**src/rtl/cache_pkg.sv**
```systemverilog
package cache_pkg;

   localparam int WORD_W   = 16;
   localparam int ADDR_W   = 16;
   localparam int TAG_W    = 5;
   localparam int INDEX_W  = 8;
   localparam int OFFSET_W = 2;

   localparam int NUM_LINES      = 256;
   localparam int WORDS_PER_LINE = 4;

   // backing memory, 64KB of byte space in 16-bit words
   localparam int MEM_WORDS    = 32768;
   localparam int BANK_DEPTH   = MEM_WORDS / WORDS_PER_LINE;
   localparam int BANK_ROW_W   = $clog2(BANK_DEPTH);
   localparam int MEM_READ_LAT = 2;   // accepted read to valid data
   localparam int BANK_BUSY    = 3;   // cycles a bank refuses after an access
   localparam int BUSY_CNT_W   = $clog2(BANK_BUSY + 1);
   localparam logic [WORD_W-1:0] MEM_INIT_KEY = 16'hA5A5;

   typedef logic [WORD_W-1:0]   word_t;
   typedef logic [ADDR_W-1:0]   addr_t;    // {tag, index, offset, byte}
   typedef logic [TAG_W-1:0]    tag_t;
   typedef logic [INDEX_W-1:0]  index_t;
   typedef logic [OFFSET_W-1:0] offset_t;  // word in line, also the bank

   typedef enum logic [3:0] {
      IDLE          = 4'h0,
      COMPARE_READ  = 4'h1,
      COMPARE_WRITE = 4'h2,
      WB_0          = 4'h3,
      WB_1          = 4'h4,
      WB_2          = 4'h5,
      WB_3          = 4'h6,
      ALLOC0        = 4'h7,  // fetch word 0
      ALLOC1        = 4'h8,  // fetch word 1
      ALLOC2        = 4'h9,  // fetch word 2, install word 0
      ALLOC3        = 4'hA,  // fetch word 3, install word 1
      ALLOC4        = 4'hB,  // install word 2
      COMMIT        = 4'hC,  // install word 3 and mark line valid
      RD_RETRY      = 4'hD,
      WR_RETRY      = 4'hE,
      ERROR         = 4'hF
   } ctrl_state_e;

   typedef struct packed {
      logic    en;
      logic    comp;
      logic    write;
      logic    valid_in;
      index_t  index;
      tag_t    tag;
      offset_t offset;
      word_t   wdata;
   } cache_req_t;

   typedef struct packed {
      logic  hit;
      logic  dirty;
      logic  valid;
      tag_t  tag;     // tag stored at the indexed line
      word_t rdata;
   } cache_rsp_t;

   typedef struct packed {
      logic  rd;
      logic  wr;
      addr_t addr;
      word_t wdata;
   } mem_req_t;

endpackage

```
**src/rtl/cache_ctrl.sv**
```systemverilog
`timescale 1ns/1ns
module cache_ctrl
   import cache_pkg::*;
(
   input  logic       clk,
   input  logic       arst_n,
   input  logic       rd,
   input  logic       wr,
   input  addr_t      addr,
   input  word_t      data_in,
   input  cache_rsp_t cache_rsp,
   input  logic       mem_stall,
   input  word_t      mem_rdata,
   output cache_req_t cache_req,
   output mem_req_t   mem_req,
   output logic       done,
   output logic       hit,
   output logic       err,
   output logic       stall
);

   ctrl_state_e state;
   ctrl_state_e next_state;
   logic        missed;       // access went through allocate
   logic        line_hit;
   logic        fetching;
   logic        installing;
   tag_t        cpu_tag;
   index_t      cpu_index;
   offset_t     cpu_offset;
   offset_t     wb_off;
   offset_t     fetch_off;
   offset_t     install_off;

   assign cpu_tag    = addr[ADDR_W-1 -: TAG_W];
   assign cpu_index  = addr[OFFSET_W+1 +: INDEX_W];
   assign cpu_offset = addr[1 +: OFFSET_W];

   assign line_hit = cache_rsp.hit & cache_rsp.valid;

   // word position follows the state encoding in each phase
   assign wb_off      = offset_t'(state - WB_0);
   assign fetch_off   = offset_t'(state - ALLOC0);
   assign install_off = offset_t'(state - ALLOC2);

   assign fetching   = state inside {ALLOC0, ALLOC1, ALLOC2, ALLOC3};
   assign installing = state inside {ALLOC2, ALLOC3, ALLOC4, COMMIT};

   always_ff @(posedge clk or negedge arst_n) begin
      if (!arst_n) begin
         state <= IDLE;
      end else begin
         state <= next_state;
      end
   end

   always_ff @(posedge clk or negedge arst_n) begin
      if (!arst_n) begin
         missed <= 1'b0;
      end else if (state == IDLE) begin
         missed <= 1'b0;
      end else if (next_state == ALLOC0) begin
         missed <= 1'b1;
      end
   end

   always_comb begin
      next_state = state;
      case (state)
         IDLE: begin
            if (rd | wr) begin
               if (addr[0]) begin
                  next_state = ERROR;   // byte address, not a word
               end else begin
                  next_state = rd ? COMPARE_READ : COMPARE_WRITE;
               end
            end
         end
         COMPARE_READ, COMPARE_WRITE: begin
            if (line_hit) begin
               next_state = IDLE;
            end else begin
               next_state = cache_rsp.dirty ? WB_0 : ALLOC0;
            end
         end
         WB_0:   next_state = mem_stall ? WB_0 : WB_1;
         WB_1:   next_state = mem_stall ? WB_1 : WB_2;
         WB_2:   next_state = mem_stall ? WB_2 : WB_3;
         WB_3:   next_state = mem_stall ? WB_3 : ALLOC0;
         ALLOC0: next_state = mem_stall ? ALLOC0 : ALLOC1;
         ALLOC1: next_state = mem_stall ? ALLOC1 : ALLOC2;
         ALLOC2: next_state = mem_stall ? ALLOC2 : ALLOC3;
         ALLOC3: next_state = mem_stall ? ALLOC3 : ALLOC4;
         ALLOC4: next_state = COMMIT;
         COMMIT: begin
            if (rd) begin
               next_state = RD_RETRY;
            end else if (wr) begin
               next_state = WR_RETRY;
            end else begin
               next_state = ERROR;   // request vanished mid-miss
            end
         end
         default: next_state = IDLE;  // retries and error
      endcase
   end

   always_comb begin
      cache_req.en       = 1'b1;
      cache_req.comp     = 1'b0;
      cache_req.write    = 1'b0;
      cache_req.valid_in = 1'b0;
      cache_req.index    = cpu_index;
      cache_req.tag      = cpu_tag;
      cache_req.offset   = cpu_offset;
      cache_req.wdata    = data_in;
      mem_req.rd         = 1'b0;
      mem_req.wr         = 1'b0;
      mem_req.addr       = {cpu_tag, cpu_index, cpu_offset, 1'b0};
      mem_req.wdata      = cache_rsp.rdata;

      case (state)
         IDLE: begin
            cache_req.en   = rd | wr;
            cache_req.comp = 1'b1;
         end
         COMPARE_READ, RD_RETRY: begin
            cache_req.comp = 1'b1;
         end
         COMPARE_WRITE, WR_RETRY: begin
            cache_req.comp  = 1'b1;
            cache_req.write = 1'b1;
         end
         WB_0, WB_1, WB_2, WB_3: begin
            // victim word out to its old address
            cache_req.offset = wb_off;
            mem_req.wr       = 1'b1;
            mem_req.addr     = {cache_rsp.tag, cpu_index, wb_off, 1'b0};
         end
         ERROR: begin
            cache_req.en = 1'b0;
         end
         default: begin
         end
      endcase

      if (fetching) begin
         mem_req.rd   = 1'b1;
         mem_req.addr = {cpu_tag, cpu_index, fetch_off, 1'b0};
      end
      if (installing) begin
         cache_req.write    = 1'b1;
         cache_req.offset   = install_off;
         cache_req.wdata    = mem_rdata;  // read issued two states back
         cache_req.valid_in = (state == COMMIT);
      end
   end

   always_comb begin
      case (state)
         COMPARE_READ, COMPARE_WRITE: done = line_hit;
         RD_RETRY, WR_RETRY:          done = 1'b1;
         default:                     done = 1'b0;
      endcase
   end

   assign hit   = done & ~missed;
   assign err   = (state == ERROR);
   assign stall = (state != IDLE);

endmodule

```
**config.mk**
```make
export PLATFORM = sky130hd
export DESIGN_NAME = cache_ctrl
export DESIGN_NICKNAME = d
export VERILOG_FILES = /design/src/rtl/cache_pkg.sv /design/src/rtl/cache_ctrl.sv
export SDC_FILE = /design/constraint.sdc
export NUM_CORES = 1
export LEC_CHECK = 0
export ABC_AREA = 1
export BUFFER_PORTS_ARGS = -buffer_cell sky130_fd_sc_hd__buf_2
export CAP_MARGIN = 5
export CELL_PAD_IN_SITES_DETAIL_PLACEMENT = 2
export CELL_PAD_IN_SITES_GLOBAL_PLACEMENT = 2
export CORE_UTILIZATION = 14
export CTS_CLUSTER_DIAMETER = 40
export CTS_CLUSTER_SIZE = 12
export DETAILED_ROUTE_END_ITERATION = 12
export PLACE_DENSITY = 0.85
export SLEW_MARGIN = 20
export SYNTH_ARGS = -nofsm -noshare
export SYNTH_HDL_FRONTEND = slang
export SYNTH_SLANG_ARGS = --single-unit
```
**constraint.sdc**
```tcl
create_clock -name clk -period 2.2 [get_ports clk]
set_input_delay 0.11 -clock clk [delete_from_list [all_inputs] [get_ports clk]]
set_output_delay 0.11 -clock clk [all_outputs]
set_load 0.05 [all_outputs]
```
==> results.ini, run 1 <==
[timing]
final-setup-viol-count = 0
whs_ps = 220.0
fin_setup_tns_ps = 0
rsz0062_at_grt = no
final-hold-violation-count = 0
timing.fmax_mhz = 488.4
finClkSkew_ps = 0.6883
fin_crit_sh = 0.9306
period_minus_slack_ps = 2047
slew_viol_final = 0

[floorplanning]
die_h_um = 96.21
chipWidth_um = 96.21
io_pins = 150
coreArea_mm2 = 0.008636
placementRows = 34
die-area_mm2 = 0.009255
start_util = 0.1439

[critical_path]
worstSetupPathType = flop to output pin
worstPathMaxFanout = 16
slowest_stage = dfrtp_1
rrSetupSlack_ps = 370
cp_cell_sequence = inv_1 -> ha_1 -> nor2_4 -> nor2_4 -> nor2_8 -> clkinvlp_4 -> buf_12 -> nand2_1 -> nand2_1 -> buf_4
cp_top_family = buffers and inverters
start_kind = flop
critical_path_arrival_ps = 1940
worstPathRequired_ps = 2090
path_buf_inv = 4
cp_slowest_stage_delay_ps = 380
reg2reg_from = state[1]
critPathCaptureType = output pin
crit_path_start = state[1]

[routing]
met3_length_um = 324
drc = 0
ant_nets = 0
met1_length_um = 1667
vias = 1541
first_pass_iters = 2
vias_per_cell = 3.972
drt_iter0_markers = 11
topRoutingLayerUsed = met4
wl_met2_um = 2744
finalWirelength_um = 4859
wl_per_cell_um = 12.52

[clock_network]
cts_tree = built
clkSlewWorstSetupHoldPaths_ps = 40
root_buffer = clkbuf_8
cts_buffers = 3
cts_max_level = 1
cts_sinks = 5
cts_buffer_depth = 2
clock_latency_ps = 230

[cells_and_area]
n_antenna_cell = 0
fillers = 1088
ff_latch_area_um2 = 126.4
fin_nets = 362
area_growth_pct = 37.16
multi_input_area_um2 = 724.4
post-route-util = 0.1973
design_area_mm2 = 0.001704
layout-drive-gt1-share = 0.4214

[power]
p_sw_frac = 0.6834
clkPwrFrac = 0.051
ir_drop_v = 0.0009104
power_frac_seq = 0.059
p_comb_frac = 0.890
p_switching_mw = 2.391
p_leak_nw = 1.011
power_density_mw_per_mm2 = 2053
internal-power_mw = 1.108

[yosys]
synth_nets = 304
ys_seq_area_frac = 0.1007
ys_seq_elements = 5
yosysWarnings = 0
synthesis.area_mm2 = 0.001242
synthCells = 223
synth_area_leaders = nand2_1, buf_4, dfrtp_1
yosysTopAreaCell = nand2_1
synth_top_cell_area_share = 0.2508
yosysUniqueCellTypes = 20
avgSynthCellArea_um2 = 5.571

[min_path]
min_path_type = input pin to output pin
worstHoldStart = cache_rsp[15]

[outcome]
outcome = finished, final reports clean

[placed_design]
gp_congestion = 0.8247
io_buffers = 92
place_area_mm2 = 0.001553
hpwl_um = 4245

[grt]
grt_max_degree = 19
track_usage = 0.1023
grt_pass1_vias = 1657
antenna_found_initial = 0
grt.overflow.total = 0
grt_pass1_wl_um = 7272

[flow_run]
drv_cap = 0

path summary, 6_finish.rpt:
kind / to / depth (start not counted)
max in group asynchronous: state[0] / 2
min in group asynchronous: state[0] / 2
min: mem_req[15] / 0
max: cache_req[3] / 10
max reg2reg: missed / 10
min reg2reg: missed / 2
sequential cells by signal, indices dropped and copies added, names as in the netlist:
name,flops
missed,1
state,4
Yosys cell counts:
cell / instances
nand2_1: 83
buf_4: 41
inv_1: 26
nor2_1: 19
nand3_1: 15
o21ai_1: 9
dfrtp_1: 5
ha_1: 4
o21ai_0: 4
nand2_2: 3
a21oi_1: 2
inv_2: 2
nand3_2: 2
nor2_4: 2
a21oi_2: 1
buf_2: 1
conb_1: 1
nor2_2: 1
nor2_8: 1
o21ai_4: 1
layout by cell type, fill, tap and decap left out, drive strengths merged:
cell type / n
o21ai: 14
dfrtp: 5
conb: 1
dlygate4sd3: 1
a21oi: 3
buf: 94
clkinvlp: 1
ha: 4
nor2: 23
clkbuf: 4
inv: 27
nand3: 17
nand2: 86
cell families after synthesis:
kind of cell | after synthesis | synth area share
buf+inv | 70 | 0.3364
compound gates | 17 | 0.08057
simple gates | 126 | 0.4391
fa+ha+maj | 4 | 0.04028
other cells | 1 | 0.003018
flops | 5 | 0.1007
metrics by stage:
stage	power, mW	cells	setup WS [ps]
floorplan	2.549	223	-44.21
global placement	3.030	383	281.9
detailed placement	3.125	383	154.5
CTS	3.491	388	0.2591
global route	3.753	388	18.30
finish	3.499	388	152.6
layer usage:
layer | vias to the layer above | track usage
met5 | - | 0
met4 | 0 | 0.05970
met3 | 14 | 0.01343
met2 | 59 | 0.2080
met1 | 719 | 0.09542
li1 | 749 | -
power groups by stage:
stage / Sequential [mW] / Combinational, mW / Clock [mW]
after floorplan: 0.178 / 2.37 / 0
after global placement: 0.194 / 2.84 / 0
after detailed placement: 0.202 / 2.92 / 0
after CTS: 0.200 / 3.11 / 0.183
after global routing: 0.216 / 3.35 / 0.191
final: 0.208 / 3.11 / 0.179
final cells by class:
cell class / instances / area share
Tap cell: 108 / 0.07930
Inverter: 28 / 0.06388
Clock buffer: 4 / 0.02643
Sequential cell: 5 / 0.07416
Timing Repair Buffer: 95 / 0.3311
Multi-Input combinational cell: 148 / 0.4251
repair_timing:
| action | 4_1_cts | 5_1_grt |
|---|---|---|
| buffers inserted | 0 | 0 |
| gates resized for setup | 26 | 10 |
| pin swaps | 0 | 2 |
| endpoints found under the setup margin | 25 | 26 |
| cloned | 0 | 0 |
| hold endpoints to repair | 5 | 0 |
| hold buffers | 1 | 0 |
Note: power is estimated with default switching activity, not from simulation.
==> inputs of run 2 (changes only) <==
--- a/config.mk
+++ b/config.mk
@@ -10,11 +10,11 @@
 export CAP_MARGIN = 5
 export CELL_PAD_IN_SITES_DETAIL_PLACEMENT = 2
 export CELL_PAD_IN_SITES_GLOBAL_PLACEMENT = 2
-export CORE_UTILIZATION = 14
+export CORE_UTILIZATION = 13
 export CTS_CLUSTER_DIAMETER = 40
 export CTS_CLUSTER_SIZE = 12
 export DETAILED_ROUTE_END_ITERATION = 12
-export PLACE_DENSITY = 0.85
+export PLACE_DENSITY = 0.8
 export SLEW_MARGIN = 20
 export SYNTH_ARGS = -nofsm -noshare
 export SYNTH_HDL_FRONTEND = slang
==> constraint.sdc (replaced) <==
create_clock -name clk -period 2.1 [get_ports clk]
set_input_delay 0.105 -clock clk [delete_from_list [all_inputs] [get_ports clk]]
set_output_delay 0.105 -clock clk [all_outputs]
set_load 0.05 [all_outputs]
==> results.ini, run 2 (synthesized netlist as in run 1, its figures left out) <==
[outcome]
outcome = finished, final reports clean

[routing]
finalWirelength_um = 5170
drc = 0
ant_nets = 0
vias_per_cell = 3.800
drt_iter0_markers = 36
vias = 1577
wl_per_cell_um = 12.46
first_pass_iters = 4

[placed_design]
hpwl_um = 4288
pre_cts_ws_ps = 52.39
io_buffers = 92
place_area_mm2 = 0.001585
gp_congestion = 0.8561

[critical_path]
critPathCaptureType = output pin
start_kind = flop
worstPathRequired_ps = 2000
worstPathMaxFanout = 7
critical_path_arrival_ps = 1920
worstSetupPathType = flop to output pin

[timing]
fin_crit_sh = 0.9666
final-setup-viol-count = 0
timing.fmax_mhz = 492.6
period_minus_slack_ps = 2030
setup_slack_ps = 70.10
final-hold-violation-count = 0
slew_viol_final = 0
finClkSkew_ps = 1.052
rsz0062_at_grt = yes

[floorplanning]
coreArea_mm2 = 0.009240
start_util = 0.1345
chipWidth_um = 99.76
io_pins = 150
placementRows = 35
die_h_um = 99.76
die-area_mm2 = 0.009952

[clock_network]
cts_sinks = 5
cts_max_level = 1
cts_buffer_depth = 2
cts_tree = built
clock_latency_ps = 220
cts_buffers = 3
root_buffer = clkbuf_8
clkSlewWorstSetupHoldPaths_ps = 30

[cells_and_area]
fillers = 1156
area_growth_pct = 51.06
top_register = state
design_area_mm2 = 0.001877
layout-drive-gt1-share = 0.4860
reg.largest.list = state x4, missed x1
largest_register_ffs = 4
fin_nets = 368
layout_common_cells = nand2_1, buf_2, inv_1
n_antenna_cell = 0
final_common_cell = nand2_1

[grt]
antenna_found_initial = 0
grt_pass1_wl_um = 7707
track_usage = 0.09682
grt_pass1_vias = 1682
grt_max_degree = 19
grt.overflow.total = 0

[power]
p_sw_frac = 0.6644
clkPwrFrac = 0.045
power_mw = 3.987
p_comb_frac = 0.901
internal-power_mw = 1.338
power_density_mw_per_mm2 = 2124
power_frac_seq = 0.054
ir_drop_v = 0.0009757
p_switching_mw = 2.649
p_leak_nw = 1.073

[min_path]
min_path_type = input pin to output pin

[flow_run]
drv_cap = 0

## run 2: changes by cell type in the layout (fill, tap and decap cells not counted), moves of 2 or more
cell	previous run	this run
buf_4	25	21
nand2_1	83	80
inv_2	4	6
ha_1	2	0
nand2_2	3	5
buf_6	1	11
o21ai_1	11	2
o21ai_2	0	9
## run 2: what timing repair did
| action | 4_1_cts | 5_1_grt |
|---|---|---|
| hold endpoints to repair | 5 | 0 |
| gates resized for setup | 30 | 34 |
| pin swaps | 1 | 8 |
| endpoints found under the setup margin | 26 | 27 |
| hold buffers | 1 | 0 |
| buffers inserted | 0 | 4 |
| gates cloned | 0 | 1 |
## run 2: power by group through the flow
stage	Sequential (mW)	Clock [mW]	Combinational (mW)
5_1_grt	0.224	0.193	3.86
6_report	0.216	0.179	3.59
3_3_place_gp	0.203	0	3.01
2_1_floorplan	0.186	0	2.52
3_5_place_dp	0.206	0	3.09
4_1_cts	0.206	0.186	3.30
## run 2: worst max-delay path, stage by stage, from the launching register on
cell and delay, ps:
dfrtp_1 420, inv_2 150, ha_2 220, inv_2 80
nand2_2 80, nand2_4 60, o21ai_4 140, nand3_4 190
o21ai_2 180, buf_6 180
## run 2: area by class of cell
cell class	count	area, µm²	share of cell area
clock buffer	4	45.04	0.02400
timing repair buffer	100	629.4	0.3353
multi-input combinational	149	810.8	0.4320
sequential	5	125.1	0.06667
tap	129	161.4	0.08600
inverter	28	105.1	0.05600
## run 2: layer usage
metal / global-route usage / share of wire
met5: 0 / 0
met4: 0.03507 / 0.012
met3: 0.01968 / 0.062
met2: 0.2064 / 0.59
met1: 0.08699 / 0.34
## run 2: per-stage QoR
| stage | std cells | hold WS [ps] | utilization | TNS, ps |
|---|---|---|---|---|
| 3_3_place_gp | 405 | -79.05 | 0.1716 | 0 |
| 3_5_place_dp | 405 | -72.07 | 0.1716 | 0 |
| 4_1_cts | 410 | 210.3 | 0.1862 | 0 |
| 2_1_floorplan | 223 | -190.6 | - | -789.7 |
| 6_report | 415 | 210.0 | 0.2031 | 0 |
| 5_1_grt | 415 | 210.1 | 0.2031 | -544.9 |
## run 2: final timing paths
kind,from,end,slack [ps],depth (start not counted)
worst max-delay path,state[0],mem_req[28],70,9
worst min-delay path,cache_rsp[0],mem_req[0],210,0
worst max register to register,state[0],missed,360,10
worst min register to register,missed,missed,570,2
max in group asynchronous,arst_n,state[1],1750,2
min in group asynchronous,arst_n,state[2],220,2
